[config.mk]
export PLATFORM = sky130hd
export DESIGN_NAME = controlUnit
export DESIGN_NICKNAME = d
export VERILOG_FILES = /design/src/hdl/mipsCtrlPkg.sv /design/src/hdl/controlUnit.sv /design/src/hdl/funcDecode.sv /design/src/hdl/opDecode.sv
export SDC_FILE = /design/constraint.sdc
export NUM_CORES = 1
export LEC_CHECK = 0
export BUFFER_PORTS_ARGS = -buffer_cell sky130_fd_sc_hd__buf_2
export CORE_MARGIN = 2
export CORE_UTILIZATION = 25
export CTS_BUF_LIST = sky130_fd_sc_hd__clkbuf_16
export CTS_CLUSTER_SIZE = 14
export DETAILED_ROUTE_END_ITERATION = 8
export PLACE_DENSITY = 0.53
export SYNTH_ARGS = -nofsm -noshare
export SYNTH_HDL_FRONTEND = slang
export SYNTH_HIERARCHICAL = 1
export SYNTH_SLANG_ARGS = --single-unit
export TNS_END_PERCENT = 5
[constraint.sdc]
create_clock -name clk -period 2.05 [get_ports clk]
set_clock_uncertainty 0.05 [all_clocks]
set_input_delay 0.1025 -clock clk [delete_from_list [all_inputs] [get_ports clk]]
set_output_delay 0.1025 -clock clk [all_outputs]
set_load 0.05 [all_outputs]
[src/hdl/mipsCtrlPkg.sv]
`default_nettype none

package mipsCtrlPkg;

	// Datapath and field sizes
	localparam int instrWidth = 32;
	localparam int fieldWidth = 6; // Opcode and function fields share a width

	// Opcode field sits on top of the word
	localparam int opMsb = 31;
	localparam int opLsb = 26;

	// Function field at the bottom
	localparam int functMsb = 5;
	localparam int functLsb = 0;

	// Extra bits that split instructions sharing one encoding
	localparam int rotBit    = 21; // High for rotr, low for srl
	localparam int rotVarBit = 6;  // High for rotrv, low for srlv
	localparam int sebSehBit = 9;  // High for seh, low for seb

	typedef logic [fieldWidth-1:0] opcode_t;
	typedef logic [fieldWidth-1:0] funct_t;

	// Primary opcodes still decoded
	localparam opcode_t opRType    = 6'b000000;
	localparam opcode_t opAddi     = 6'b001000;
	localparam opcode_t opAddiu    = 6'b001001;
	localparam opcode_t opSlti     = 6'b001010;
	localparam opcode_t opSltiu    = 6'b001011;
	localparam opcode_t opAndi     = 6'b001100;
	localparam opcode_t opOri      = 6'b001101;
	localparam opcode_t opXori     = 6'b001110;
	localparam opcode_t opSpecial2 = 6'b011100; // madd, msub, mul
	localparam opcode_t opSpecial3 = 6'b011111; // seb, seh

	// R-type function codes
	localparam funct_t fnSll       = 6'b000000;
	localparam funct_t fnSrlRotr   = 6'b000010; // Split on bit 21
	localparam funct_t fnSra       = 6'b000011;
	localparam funct_t fnSllv      = 6'b000100;
	localparam funct_t fnSrlvRotrv = 6'b000110; // Split on bit 6
	localparam funct_t fnSrav      = 6'b000111;
	localparam funct_t fnMovz      = 6'b001010;
	localparam funct_t fnMovn      = 6'b001011;
	localparam funct_t fnMfhi      = 6'b010000;
	localparam funct_t fnMthi      = 6'b010001;
	localparam funct_t fnMflo      = 6'b010010;
	localparam funct_t fnMtlo      = 6'b010011;
	localparam funct_t fnMult      = 6'b011000;
	localparam funct_t fnMultu     = 6'b011001;
	localparam funct_t fnAdd       = 6'b100000;
	localparam funct_t fnAddu      = 6'b100001;
	localparam funct_t fnSub       = 6'b100010;
	localparam funct_t fnAnd       = 6'b100100;
	localparam funct_t fnOr        = 6'b100101;
	localparam funct_t fnXor       = 6'b100110;
	localparam funct_t fnNor       = 6'b100111;
	localparam funct_t fnSlt       = 6'b101010;
	localparam funct_t fnSltu      = 6'b101011;

	// SPECIAL2 reuses the function field with its own meaning
	localparam funct_t fnMadd = 6'b000000;
	localparam funct_t fnMul  = 6'b000010;
	localparam funct_t fnMsub = 6'b000100;

	// ALU operation codes as the ALU expects them
	// 10000 to 10101 belonged to branches and stay unused
	typedef enum logic [4:0] {
		aluAnd   = 5'b00000,
		aluOr    = 5'b00001,
		aluAdd   = 5'b00010,
		aluShl   = 5'b00011,
		aluShr   = 5'b00100, // Logical right shift
		aluXor   = 5'b00101,
		aluSub   = 5'b00110,
		aluSlt   = 5'b00111,
		aluNor   = 5'b01000,
		aluMul   = 5'b01001, // Low word into rd
		aluMovHi = 5'b01010, // mthi
		aluMovLo = 5'b01011, // mtlo
		aluMfhi  = 5'b01100,
		aluMflo  = 5'b01101,
		aluMadd  = 5'b01110, // Accumulate into hi/lo
		aluMsub  = 5'b01111,
		aluSeb   = 5'b10110,
		aluSeh   = 5'b10111,
		aluRotr  = 5'b11000,
		aluMovn  = 5'b11001,
		aluMovz  = 5'b11010,
		aluSra   = 5'b11011,
		aluSltu  = 5'b11100,
		aluMultu = 5'b11101,
		aluMult  = 5'b11110,
		aluAddu  = 5'b11111
	} aluOp_t;

	// Control word handed to the datapath
	typedef struct packed {
		logic   regDst;   // 1 writes rd, 0 writes rt
		logic   aluSrc1;  // 1 feeds shamt to ALU port A
		logic   aluSrc2;  // 1 feeds extended immediate to port B
		logic   regWrite; // Register file write enable
		logic   signExt;  // 1 sign extends the immediate
		logic   condMov;  // Gated by ALU zero flag downstream
		aluOp_t aluOp;
	} ctrlWord_t;

	// R-type AND writing rd
	// Also the answer for anything not recognised
	localparam ctrlWord_t ctrlDefault = '{
		regDst:   1'b1,
		aluSrc1:  1'b0,
		aluSrc2:  1'b0,
		regWrite: 1'b1,
		signExt:  1'b0,
		condMov:  1'b0,
		aluOp:    aluAnd
	};

endpackage

`default_nettype wire

[src/hdl/controlUnit.sv]
`timescale 1ns/10ps
`default_nettype none

// Decode stage with one register on the output
module controlUnit (
	input  logic                                clk,
	input  logic                                rst,
	input  logic [mipsCtrlPkg::instrWidth-1:0] instr,
	input  logic                                instrValid, // One-cycle strobe
	output mipsCtrlPkg::ctrlWord_t              ctrl,
	output logic                                ctrlValid
);
	import mipsCtrlPkg::*;

	opcode_t   opField;
	funct_t    functField;
	logic      rotSel;    // Bit 21
	logic      rotVarSel; // Bit 6
	logic      sebSehSel; // Bit 9
	ctrlWord_t rWord;     // R-type candidate
	ctrlWord_t nextCtrl;  // Final combinational word

	// Field slicing
	assign opField    = instr[opMsb:opLsb];
	assign functField = instr[functMsb:functLsb];
	assign rotSel     = instr[rotBit];
	assign rotVarSel  = instr[rotVarBit];
	assign sebSehSel  = instr[sebSehBit];

	funcDecode u_funcDecode (
		.funct       (functField),
		.rotBitIn    (rotSel),
		.rotVarBitIn (rotVarSel),
		.rWord       (rWord)
	);

	opDecode u_opDecode (
		.opcode      (opField),
		.funct       (functField),
		.sebSehBitIn (sebSehSel),
		.rWord       (rWord),
		.nextCtrl    (nextCtrl)
	);

	// Output stage
	always_ff @(posedge clk) begin
		if (rst) begin
			ctrl      <= ctrlDefault;
			ctrlValid <= 1'b0;
		end else begin
			ctrlValid <= instrValid; // Exactly one cycle behind
			if (instrValid) begin
				ctrl <= nextCtrl; // Held while idle
			end
		end
	end

endmodule

`default_nettype wire

[src/hdl/funcDecode.sv]
`timescale 1ns/10ps
`default_nettype none

// R-type decode from the function field alone
module funcDecode (
	input  mipsCtrlPkg::funct_t    funct,       // Instruction bits 5:0
	input  logic                   rotBitIn,    // Instruction bit 21
	input  logic                   rotVarBitIn, // Instruction bit 6
	output mipsCtrlPkg::ctrlWord_t rWord
);
	import mipsCtrlPkg::*;

	always_comb begin
		// Start from AND, every R-type writes rd
		rWord = ctrlDefault;

		case (funct)
			// Plain arithmetic and logic
			fnAdd:  rWord.aluOp = aluAdd;
			fnAddu: rWord.aluOp = aluAddu; // No overflow trap
			fnSub:  rWord.aluOp = aluSub;
			fnAnd:  rWord.aluOp = aluAnd;
			fnOr:   rWord.aluOp = aluOr;
			fnXor:  rWord.aluOp = aluXor;
			fnNor:  rWord.aluOp = aluNor;
			fnSlt:  rWord.aluOp = aluSlt;
			fnSltu: rWord.aluOp = aluSltu;

			// Immediate shift count comes from shamt
			fnSll: begin
				rWord.aluSrc1 = 1'b1;
				rWord.aluOp   = aluShl;
			end
			fnSrlRotr: begin
				rWord.aluSrc1 = 1'b1;
				// Bit 21 set means rotr
				if (rotBitIn) begin
					rWord.aluOp = aluRotr;
				end else begin
					rWord.aluOp = aluShr;
				end
			end
			fnSra: begin
				rWord.aluSrc1 = 1'b1;
				rWord.aluOp   = aluSra; // Arithmetic right
			end

			// Variable shifts take the count from rs
			fnSllv: rWord.aluOp = aluShl;
			fnSrlvRotrv: begin
				if (rotVarBitIn) begin // rotrv
					rWord.aluOp = aluRotr;
				end else begin
					rWord.aluOp = aluShr; // srlv
				end
			end
			fnSrav: rWord.aluOp = aluSra;

			// Conditional moves
			fnMovn: begin
				rWord.condMov = 1'b1; // Write only if rt nonzero
				rWord.aluOp   = aluMovn;
			end
			fnMovz: begin
				rWord.condMov = 1'b1; // Write only if rt zero
				rWord.aluOp   = aluMovz;
			end

			// Multiplier results go to hi/lo only
			fnMult: begin
				rWord.regWrite = 1'b0;
				rWord.aluOp    = aluMult;
			end
			fnMultu: begin
				rWord.regWrite = 1'b0;
				rWord.aluOp    = aluMultu;
			end
			fnMthi: begin
				rWord.regWrite = 1'b0; // Loads hi from rs
				rWord.aluOp    = aluMovHi;
			end
			fnMtlo: begin
				rWord.regWrite = 1'b0; // Loads lo from rs
				rWord.aluOp    = aluMovLo;
			end

			// Reads from hi/lo do land in rd
			fnMfhi: rWord.aluOp = aluMfhi;
			fnMflo: rWord.aluOp = aluMflo;

			// Unknown codes keep the AND word
			default: rWord = ctrlDefault;
		endcase
	end

endmodule

`default_nettype wire

[src/hdl/opDecode.sv]
`timescale 1ns/10ps
`default_nettype none

// Opcode level decode
// R-type words arrive ready from funcDecode
module opDecode (
	input  mipsCtrlPkg::opcode_t   opcode,      // Instruction bits 31:26
	input  mipsCtrlPkg::funct_t    funct,       // Needed again for SPECIAL2
	input  logic                   sebSehBitIn, // Instruction bit 9
	input  mipsCtrlPkg::ctrlWord_t rWord,
	output mipsCtrlPkg::ctrlWord_t nextCtrl
);
	import mipsCtrlPkg::*;

	always_comb begin
		nextCtrl = ctrlDefault;

		case (opcode)
			opRType: nextCtrl = rWord;

			// I-type ALU ops write rt from rs and the immediate
			opAddi, opAddiu, opAndi, opOri, opXori, opSlti, opSltiu: begin
				nextCtrl.regDst  = 1'b0;
				nextCtrl.aluSrc2 = 1'b1;
				nextCtrl.signExt = 1'b1; // Cleared below for ori/xori

				case (opcode)
					opAddi:  nextCtrl.aluOp = aluAdd;
					opAddiu: nextCtrl.aluOp = aluAddu; // Still sign extended
					opOri: begin
						nextCtrl.signExt = 1'b0; // Zero extended
						nextCtrl.aluOp   = aluOr;
					end
					opXori: begin
						nextCtrl.signExt = 1'b0;
						nextCtrl.aluOp   = aluXor;
					end
					opSlti:  nextCtrl.aluOp = aluSlt;
					opSltiu: nextCtrl.aluOp = aluSltu;
					default: nextCtrl.aluOp = aluAnd; // andi
				endcase
			end

			// Multiply-accumulate group
			opSpecial2: begin
				nextCtrl.regWrite = 1'b0; // Only mul writes rd

				case (funct)
					fnMsub: nextCtrl.aluOp = aluMsub;
					fnMul: begin
						nextCtrl.regWrite = 1'b1;
						nextCtrl.aluOp    = aluMul;
					end
					// madd and unknown codes
					default: nextCtrl.aluOp = aluMadd;
				endcase
			end

			// Sign extend byte or halfword into rd
			opSpecial3: begin
				if (sebSehBitIn) begin
					nextCtrl.aluOp = aluSeh;
				end else begin
					nextCtrl.aluOp = aluSeb;
				end
			end

			// Unknown opcode falls back to AND
			default: nextCtrl = ctrlDefault;
		endcase
	end

endmodule

`default_nettype wire

After elaboration in Yosys (flattened, before gate mapping)
Cells that the tools add are included.
{"block": "word_totals", "reg_bits": 12, "in_bits": 35, "output_inout_bits": 12, "wordCells": 65}
{"block": "classes", "n_eq_ne": 30, "n_mux": 18, "reduce_logical": 9}
{"operator": "$pmux W5 S20", "n": 1}
{"operator": "$eq A6 B4 Y1 const B", "n": 9}
{"operator": "$eq A6 B5 Y1 const B", "n": 8}
{"operator": "$eq A6 B6 Y1 const B", "n": 8}
{"operator": "$pmux W5 S6", "n": 1}
{"operator": "$pmux W5 S4", "n": 1}
{"operator": "$eq A6 B3 Y1 const B", "n": 3}
{"operator": "$eq A6 B2 Y1 const B", "n": 2}
{"operator": "$logic_not A6 Y1", "n": 2}
{"operator": "$mux W1", "n": 11}
{"operator": "$mux W5", "n": 2}
{"operator": "$reduce_or A2 Y1", "n": 4}
{"operator": "$reduce_or A7 Y1", "n": 1}
{"operator": "$pmux W3 S2", "n": 1}
{"operator": "$reduce_or A4 Y1", "n": 1}
{"operator": "$reduce_or A3 Y1", "n": 1}
{"operator": "$pmux W1 S2", "n": 1}

Depth between registers and ports, before layout
Gate-level depths: netlist of run 1.
{"block": "logic_depth", "depth_word": 4, "depth_mapped": 9, "depth_no_buf": 8}

By module
The synthesis of run 1 kept the hierarchy.
{"module": "controlUnit", "instances": 1, "cells_each": 37, "area_per_inst_um2": 416.6, "seq_area_each_um2": 240.2}
{"module": "funcDecode", "instances": 1, "cells_each": 58, "area_per_inst_um2": 380.4, "seq_area_each_um2": 0.0}
{"module": "opDecode", "instances": 1, "cells_each": 40, "area_per_inst_um2": 305.3, "seq_area_each_um2": 0.0}

Least setup slack after synthesis of run 1
Ideal clock, no wire load.
{"block": "synth_path", "kind": "input -> register", "startpoint": "in instr[4] (netlist bit)", "endpoint": "reg ctrl[3] (netlist bit)", "required_ns": 1.872, "arrival_ns": 1.320, "path_slack_ns": 0.552, "stages": 8, "cell_sequence": "buf_4 -> nor2b_1 -> nand3_1 -> o32ai_2 -> or3_1 -> a221o_1 -> mux2i_1 -> nor2_1"}
{"item": "start: declaration", "line_no": "controlUnit.sv:8", "rtl": "input logic [mipsCtrlPkg::instrWidth-1:0] instr,"}
{"item": "end signal: assignment", "line_no": "controlUnit.sv:48", "rtl": "ctrl <= ctrlDefault;"}
{"item": "end signal: assignment", "line_no": "controlUnit.sv:53", "rtl": "ctrl <= nextCtrl;"}
{"item": "end: declaration", "line_no": "controlUnit.sv:10", "rtl": "output mipsCtrlPkg::ctrlWord_t ctrl,"}

==> results of run 1 <==
[per-layer routing]
| metal | GRT usage | share of wire | vias to the layer above | wire (um) |
|---|---|---|---|---|
| met3 | 0.03030 | 0.042 | 0 | 107 |
| met5 | 0 | 0 | - | 0 |
| met1 | 0.1371 | 0.48 | 464 | 1229 |
| li1 | - | - | 533 | - |
| met2 | 0.1646 | 0.48 | 22 | 1223 |
| met4 | 0.01923 | 0 | 0 | 0 |
[cell type report]
class	instances	share of cell area
Clock buffer	3	0.05655
Inverter	4	0.01131
Multi-Input combinational cell	105	0.5702
Sequential cell	12	0.1810
Tap cell	52	0.04901
Timing Repair Buffer	33	0.1320
[power by group]
group          switching (mW)  total, mW  internal [mW]
combinational           0.104      0.171         0.0668
clock                  0.0898      0.343          0.253
sequential            0.00262      0.243          0.241
total                   0.197      0.757          0.560
[cells in the mapped netlist, drive strengths merged, types with 2 or more instances]
| master | n |
|---|---|
| nor2 | 16 |
| buf | 12 |
| dfxtp | 12 |
| mux2i | 9 |
| nor2b | 7 |
| nand2 | 6 |
| nand2b | 6 |
| nand3 | 6 |
| a211o | 5 |
| a21oi | 5 |
| and3 | 4 |
| inv | 4 |
| clkbuf | 3 |
| nand4 | 3 |
| a21o | 2 |
| conb | 2 |
| o21bai | 2 |
| o32ai | 2 |
| xnor2 | 2 |
[state kept, by name, summed over array words and instances, names as in the netlist]
| name | cells |
|---|---|
| ctrlValid | 1 |
| ctrl | 11 |
[path summary, 6_finish.rpt]
path	start	to	cells past startpoint
max	instr[4]	ctrl[3]	8
min	rst	ctrl[3]	2
max reg2reg	ctrl[10]	ctrl[10]	2
min reg2reg	ctrl[6]	ctrl[6]	2
[cell families (layout without fill, tap and decap cells)]
kind of cell / count (synthesis) / after routing / synth area share
simple gates: 59 / 59 / 0.3122
compound gates: 31 / 31 / 0.2531
buf+inv: 19 / 40 / 0.09875
flops: 12 / 12 / 0.2179
mux: 10 / 10 / 0.09535
other cells: 2 / 3 / 0.006813
xor+xnor: 2 / 2 / 0.01589
[metrics by stage]
| step | util | setup WS [ns] | std cells |
|---|---|---|---|
| 2_1_floorplan | - | 0.5524 | 136 |
| 4_1_cts | 0.3091 | 0.4732 | 209 |
| 3_3_place_gp | 0.2917 | 0.2287 | 206 |
| 3_5_place_dp | 0.2917 | 0.2283 | 206 |
| 5_1_grt | 0.3091 | 0.3338 | 209 |
| 6_report | 0.3091 | 0.4835 | 209 |
[placed cells by master (no fill, tap or decap), drive strengths merged, types with 5 or more instances in the layout]
cell type,netlist,routed
buf,12,33
nor2,16,16
dfxtp,12,12
mux2i,9,9
nor2b,7,7
nand2,6,6
nand2b,6,6
nand3,6,6
a21oi,5,5
a211o,5,5
==> results.json, run 1 <==
{
  "grt_first_pass_wirelength_mm": 4.077,
  "cts_num_sinks": 12,
  "final.min_clock_period_ns": 1.567,
  "global_route.overflow_total": 0,
  "totalWireLength_mm": 2.560,
  "cp_cell_sequence": "buf_2 > nand2b_1 > a2bb2oi_2 > o32ai_2 > or3_1 > a221o_1 > mux2i_1 > nor2_1",
  "dieHeight_um": 70.40,
  "crit_type": "primary input to flop",
  "die-width_um": 70.40,
  "cts-buffers-inserted": 3,
  "critical_path_required_ns": 2.12,
  "total_power_mw": 0.7571,
  "antenna_cells": 0,
  "netlist_area_um2": 1102,
  "io_pins": 47,
  "cp.arrival_ns": 1.64,
  "synth_area_per_cell_um2": 8.165,
  "hold_viol_final": 0,
  "gpl.final_weighted_congestion": 0.7551,
  "syn_to_final_growth_pct": 20.43,
  "viasPerCell": 4.876,
  "synth-async-reset-ratio": 0,
  "h_tree_levels": 1,
  "post-cts-setup-buffer-count": 0,
  "fp.coreArea_um2": 4294,
  "final_layout_net_count": 194,
  "placement.io_buffers": 29,
  "drc": 0,
  "slew_violations": 0,
  "yosysTopAreaCell": "sky130_fd_sc_hd__dfxtp_1",
  "half_perimeter_wire_length_after_placement_mm": 1.954,
  "postCtsResizedCells": 0,
  "detail_route.first_pass.iterations": 4,
  "synthesis.instances": 135,
  "storage_element_area_um2": 240.2,
  "outcome": "finished, final reports clean",
  "grt_antenna_before_repair": 0,
  "cap_violations": 0,
  "total_die_area_um2": 4956,
  "proportion_of_netlist_area_held_by_the_largest_area_contributor": 0.2179,
  "clk_latency_ns": 0.23,
  "synth-seq-cells": 12,
  "fillCellCount": 473,
  "antenna_violating_nets_post_route": 0,
  "ys_dominant_reg_cell": "sky130_fd_sc_hd__dfxtp_1",
  "worstPathBufferInverterCount": 1,
  "synth.lib_cells_used.distinct": 52,
  "global_route.usage.total": 0.1027,
  "rows": 24,
  "seq_area_frac_synth": 0.2179,
  "multiInputGateArea_um2": 757.0,
  "holdCritPathClass": "primary input to flop",
  "report.final.setup_viol": 0,
  "setup_tns_ns": 0,
  "fin_crit_share": 0.7641,
  "cts_tree": "done",
  "fmax_ghz": 0.6384,
  "yosysWarningCount": 6,
  "dpl_cell_area_um2": 1252,
  "finish.instance_area_um2": 1328,
  "number_of_global_route_vias_before_repair": 875,
  "maximum_number_of_pins_on_one_net_before_global_route_repair": 15,
  "initial_utilization": 0.2567,
  "p_leak_nw": 0.6000,
  "rrSetupSlack_ns": 1.21,
  "cp-start-kind": "primary input",
  "irDropWorstVdd_mv": 0.3063,
  "worst_path_max_delay_cell": "sky130_fd_sc_hd__or3_1",
  "clock_path_buffers": 2,
  "power_density_nw_per_um2": 570.3,
  "critPathCaptureType": "flop",
  "worst-path-max-fanout": 13,
  "critPathTopFamily": "simple AND/OR/NAND/NOR gates",
  "synth_edf_count": 0,
  "grt_setup_unrepaired": "no",
  "drt_iter0_markers": 34,
  "via_count": 1019,
  "cts_hold_repair.buffers": 0,
  "hold_ws_ns": 0.1407,
  "per_cell_routed_wire_length_um": 12.25,
  "fraction_of_layout_instances_using_a_drive_strength_above_1": 0.2994,
  "worst_setup_hold_path_clk_slew_ns": 0.04,
  "worst_path_largest_cell_delay_ns": 0.39,
  "cts-root-buf": "sky130_fd_sc_hd__clkbuf_16",
  "synth_top_cells_by_area": "sky130_fd_sc_hd__dfxtp_1 22%, sky130_fd_sc_hd__mux2i_1 8.2%, sky130_fd_sc_hd__nor2_1 5.1%"
}
(Power assumes the default switching activity.)
==> inputs of run 2 (changes only) <==
- clock period: 2.05 -> 1.6 ns (I/O delays scaled with it)
==> results.json, run 2 (synthesized netlist as in run 1, its figures left out) <==
{
  "antenna_cells": 0,
  "via_count": 1089,
  "cts_hold_repair.buffers": 0,
  "critPathTopFamily": "simple AND/OR/NAND/NOR gates",
  "syn_to_final_growth_pct": 34.85,
  "cp-start-kind": "primary input",
  "clk_latency_ns": 0.24,
  "hold_ws_ns": 0.1215,
  "worstHoldStart": "rst",
  "clock_path_buffers": 2,
  "gpl.final_weighted_congestion": 0.8117,
  "report.final.setup_viol": 0,
  "critical_path.reg2reg.startpoint": "ctrl[10]",
  "antenna_violating_nets_post_route": 0,
  "rows": 24,
  "global_route.overflow_total": 0,
  "max_reg_flops": 11,
  "grt_antenna_before_repair": 0,
  "place.detailed.instances": 225,
  "fp.coreArea_um2": 4294,
  "dieHeight_um": 70.40,
  "initial_utilization": 0.2567,
  "cts-root-buf": "sky130_fd_sc_hd__clkbuf_16",
  "holdCritPathClass": "primary input to flop",
  "worst_path_max_delay_cell": "sky130_fd_sc_hd__or3_1",
  "worst_setup_hold_path_clk_slew_ns": 0.04,
  "fin_crit_share": 0.8972,
  "worst_path_largest_cell_delay_ns": 0.38,
  "postCtsResizedCells": 0,
  "h_tree_levels": 1,
  "final_layout_net_count": 213,
  "half_perimeter_wire_length_after_placement_mm": 2.221,
  "worstSetupStartpoint": "instr[4]",
  "fraction_of_layout_instances_using_a_drive_strength_above_1": 0.3729,
  "drc": 0,
  "grt_setup_unrepaired": "no",
  "largest_registers": "ctrl (11), ctrlValid (1)",
  "global_route.usage.total": 0.1193,
  "post-cts-setup-buffer-count": 0,
  "die-width_um": 70.40,
  "cts-buffers-inserted": 3,
  "finish.utilization": 0.3462,
  "detail_route.first_pass.iterations": 4,
  "cap_violations": 0,
  "grt_first_pass_wirelength_mm": 4.892,
  "stdcell_count": 229,
  "cp.arrival_ns": 1.50,
  "p_leak_nw": 0.6984,
  "total_die_area_um2": 4956,
  "per_cell_routed_wire_length_um": 12.37,
  "totalWireLength_mm": 2.832,
  "top_library_cells_by_usage_in_the_layout_fill_and_taps_aside": "29 x sky130_fd_sc_hd__buf_2, 22 x sky130_fd_sc_hd__buf_4, 15 x sky130_fd_sc_hd__nor2_1",
  "maximum_number_of_pins_on_one_net_before_global_route_repair": 15,
  "cts_num_sinks": 12,
  "final.min_clock_period_ns": 1.436,
  "critical_path_required_ns": 1.67,
  "total_power_mw": 1.017,
  "final_common_cell": "sky130_fd_sc_hd__buf_2",
  "slew_violations": 0,
  "irDropWorstVdd_mv": 0.4218,
  "worstPathBufferInverterCount": 1,
  "registers.top_by_ff_count": "ctrl",
  "outcome": "finished, final reports clean",
  "critPathCaptureType": "flop",
  "placement.io_buffers": 29,
  "cts_tree": "done",
  "hold_viol_final": 0,
  "power_density_nw_per_um2": 684.2,
  "number_of_global_route_vias_before_repair": 1034,
  "cp_cell_sequence": "buf_2 > nor2b_2 > a2bb2oi_2 > o32ai_2 > or3_1 > a221o_1 > mux2i_1 > nor2_1",
  "crit_type": "primary input to flop",
  "worst-path-max-fanout": 5,
  "io_pins": 47,
  "fmax_ghz": 0.6966,
  "viasPerCell": 4.755,
  "drt_iter0_markers": 92
}
==> run 2: cell types whose count changed in the layout (fill, tap and decap cells not counted) <==
cell                       delta
sky130_fd_sc_hd__clkinv_1     +1
sky130_fd_sc_hd__buf_4       +18
sky130_fd_sc_hd__buf_12       +1
==> run 2: worst register-to-register path: cells and delay by family (launching register included) <==
kind | cells | cell delay (ns)
and+or+nand+nor | 1 | 0.12
DFF | 1 | 0.30
AOI/OAI and AO/OA | 1 | 0.27
==> run 2: cell type report <==
type | instances | area (um2)
flip-flops and latches | 12 | 240.2
clock buffers | 3 | 75.07
well taps | 52 | 65.06
clock inverters | 1 | 3.754
multi-input cells | 105 | 757.0
inverters | 4 | 15.01
fillers | 459 | 2808
repair buffers | 52 | 330.3
==> run 2: final timing paths <==
| kind | end | slack, ns | cells after the start |
|---|---|---|---|
| setup / recovery | ctrl[3] | 0.16 | 8 |
| hold / removal | ctrl[1] | 0.12 | 2 |
| setup reg to reg | ctrl[10] | 0.75 | 2 |
| hold reg to reg | ctrl[8] | 0.43 | 2 |
==> run 2: layer usage <==
layer  vias to the layer above  GRT usage  wire length [um]
met5                         -          0                 0
met1                       493     0.1697              1394
li1                        577          -                 -
met3                         0    0.01443                81
met2                        19     0.1918              1357
met4                         0    0.02564                 0
==> run 2: report_power, final <==
group	internal (mW)	leakage (nW)	switching [mW]	total, mW
Sequential	0.308	0.0976	0.00319	0.311
Clock	0.328	0.0385	0.120	0.448
Combinational	0.115	0.562	0.143	0.258
Total	0.751	0.698	0.266	1.02
==> run 2: stage by stage <==
step | setup slack, ns | area (um2) | setup TNS, ns
after floorplan | 0.1249 | 1106 | 0
after global placement | -0.08428 | 1408 | -0.2541
after detailed placement | -0.07617 | 1408 | -0.2508
after CTS | 0.1664 | 1486 | 0
after global routing | 0.05218 | 1486 | 0
final | 0.1645 | 1486 | 0
==> inputs of run 3 (changes only) <==
- CORE_UTILIZATION: 25 -> 43
- PLACE_DENSITY: 0.53 -> 0.82
- clock period: 1.6 -> 1.2 ns (I/O delays scaled with it)
==> results.json, run 3 (synthesized netlist as in run 1, its figures left out) <==
{
  "final.min_clock_period_ns": 1.413,
  "worstSetupStartpoint": "instr[4]",
  "clockPowerShare": 0.425,
  "worstHoldStart": "rst",
  "p_leak_nw": 0.7758,
  "critical_path_required_ns": 1.27,
  "syn_to_final_growth_pct": 46.20,
  "max_reg_flops": 11,
  "finish.utilization": 0.6565,
  "worst_path_largest_cell_delay_ns": 0.38,
  "outcome": "finished with violations",
  "total_power_mw": 1.415,
  "violations": "negative setup slack",
  "fin_crit_share": 1.178,
  "number_of_global_route_vias_before_repair": 1106,
  "crit_type": "primary input to flop",
  "post-cts-setup-buffer-count": 0,
  "power_density_nw_per_um2": 878.2,
  "initial_utilization": 0.4490,
  "critPathCaptureType": "flop",
  "viasPerCell": 5.395,
  "cts-root-buf": "sky130_fd_sc_hd__clkbuf_16",
  "cap_violations": 0,
  "drt_iter0_markers": 25,
  "cp-start-kind": "primary input",
  "internal_power_mw": 1.038,
  "slew_violations": 0,
  "clk_latency_ns": 0.24,
  "via_count": 1160,
  "clock_path_buffers": 2,
  "rows": 18,
  "h_tree_levels": 1,
  "stdcell_count": 215,
  "totalWireLength_mm": 3.068,
  "worst-path-max-fanout": 5,
  "final_common_cell": "sky130_fd_sc_hd__buf_4",
  "fraction_of_layout_instances_using_a_drive_strength_above_1": 0.4541,
  "global_route.usage.total": 0.2183,
  "layout_setup_ws_ns": -0.2133,
  "largest_registers": "ctrl (11), ctrlValid (1)",
  "cts_num_sinks": 12,
  "placement.io_buffers": 29,
  "hold_viol_final": 0,
  "worst_setup_hold_path_clk_slew_ns": 0.04,
  "grt_first_pass_wirelength_mm": 4.685,
  "fmax_ghz": 0.7076,
  "critical_path.reg2reg.startpoint": "ctrl[10]",
  "antenna_violating_nets_post_route": 0,
  "maximum_number_of_pins_on_one_net_before_global_route_repair": 15,
  "registers.top_by_ff_count": "ctrl",
  "holdCritPathClass": "primary input to flop",
  "antenna_cells": 0,
  "drc": 0,
  "global_route.overflow_total": 0,
  "cts_tree": "done",
  "place.detailed.instances": 211,
  "fp.coreArea_um2": 2455,
  "detail_route.first_pass.iterations": 4,
  "report.final.setup_viol": 6,
  "dieHeight_um": 54.63,
  "cp.arrival_ns": 1.48,
  "cts_hold_repair.buffers": 0,
  "power_frac_seq": 0.293,
  "gpl.final_weighted_congestion": 1.023,
  "grt_setup_unrepaired": "yes",
  "cp_cell_sequence": "buf_8 > nor2b_4 > a2bb2oi_2 > o32ai_2 > or3_4 > a221o_1 > mux2i_1 > nor2_1",
  "half_perimeter_wire_length_after_placement_mm": 2.283,
  "power.share.combinational": 0.282,
  "top_library_cells_by_usage_in_the_layout_fill_and_taps_aside": "30 x sky130_fd_sc_hd__buf_4, 24 x sky130_fd_sc_hd__buf_2, 14 x sky130_fd_sc_hd__nor2_1",
  "pre_cts_ws_ns": -0.4566,
  "die-width_um": 54.63,
  "per_cell_routed_wire_length_um": 14.27,
  "grt_antenna_before_repair": 0,
  "io_pins": 47,
  "finish.instance_area_um2": 1612,
  "worst_path_max_delay_cell": "sky130_fd_sc_hd__or3_4",
  "switching_portion_of_total_power": 0.2665,
  "switchingPower_mw": 0.3771,
  "dpl_cell_area_um2": 1450,
  "cts-buffers-inserted": 3,
  "irDropWorstVdd_mv": 1.344,
  "final_layout_net_count": 221,
  "total_die_area_um2": 2984
}
-- run 3: what timing repair did --
action,4_1_cts,5_1_grt
pin swaps,6,4
gates resized for setup,16,5
setup endpoints to repair,6,7
-- run 3: layout make-up --
| type | count | area, um2 |
|---|---|---|
| clock buffer | 3 | 75.07 |
| timing repair buffer | 60 | 416.7 |
| tap | 30 | 37.54 |
| clock inverter | 1 | 3.754 |
| inverter | 4 | 15.01 |
| fill | 193 | 843.3 |
| sequential | 12 | 240.2 |
| multi-input combinational | 105 | 823.3 |
-- run 3: power groups by stage --
stage          Combinational [mW]  Clock (mW)  Sequential [mW]
6_report                    0.399       0.602            0.415
5_1_grt                     0.424       0.632            0.415
4_1_cts                     0.384       0.612            0.415
3_5_place_dp                0.360           0            0.422
3_3_place_gp                0.351           0            0.421
2_1_floorplan               0.192           0            0.458
-- run 3: worst paths after layout --
check,cells past startpoint,end,slack (ns)
setup / recovery,8,ctrl[3],-0.21
hold / removal,2,ctrl[0],0.08
setup reg to reg,2,ctrl[10],0.35
hold reg to reg,2,ctrl[0],0.44
-- run 3: metal layers --
layer  vias up  global-route usage  wire length [um]
met1       529              0.2508              1266
met3         4             0.04918               158
met5         -                   0                 0
li1        586                   -                 -
met4         0             0.07083                35
met2        41              0.3929              1608
-- run 3: metrics by stage --
| step | TNS (ns) | hold slack (ns) |
|---|---|---|
| after floorplan | -0.6218 | 0.08161 |
| after global placement | -2.332 | 0.3047 |
| after detailed placement | -2.716 | 0.3257 |
| after CTS | -0.5711 | 0.07584 |
| after global routing | -0.9905 | 0.09633 |
| final | -0.5984 | 0.07936 |
-- run 3: critical path, delay by kind of cell --
family	cells	cell delay, ns
AND/OR/NAND/NOR	3	0.57
AO/OA/AOI/OAI	3	0.57
multiplexers	1	0.16
buffers and inverters	1	0.10
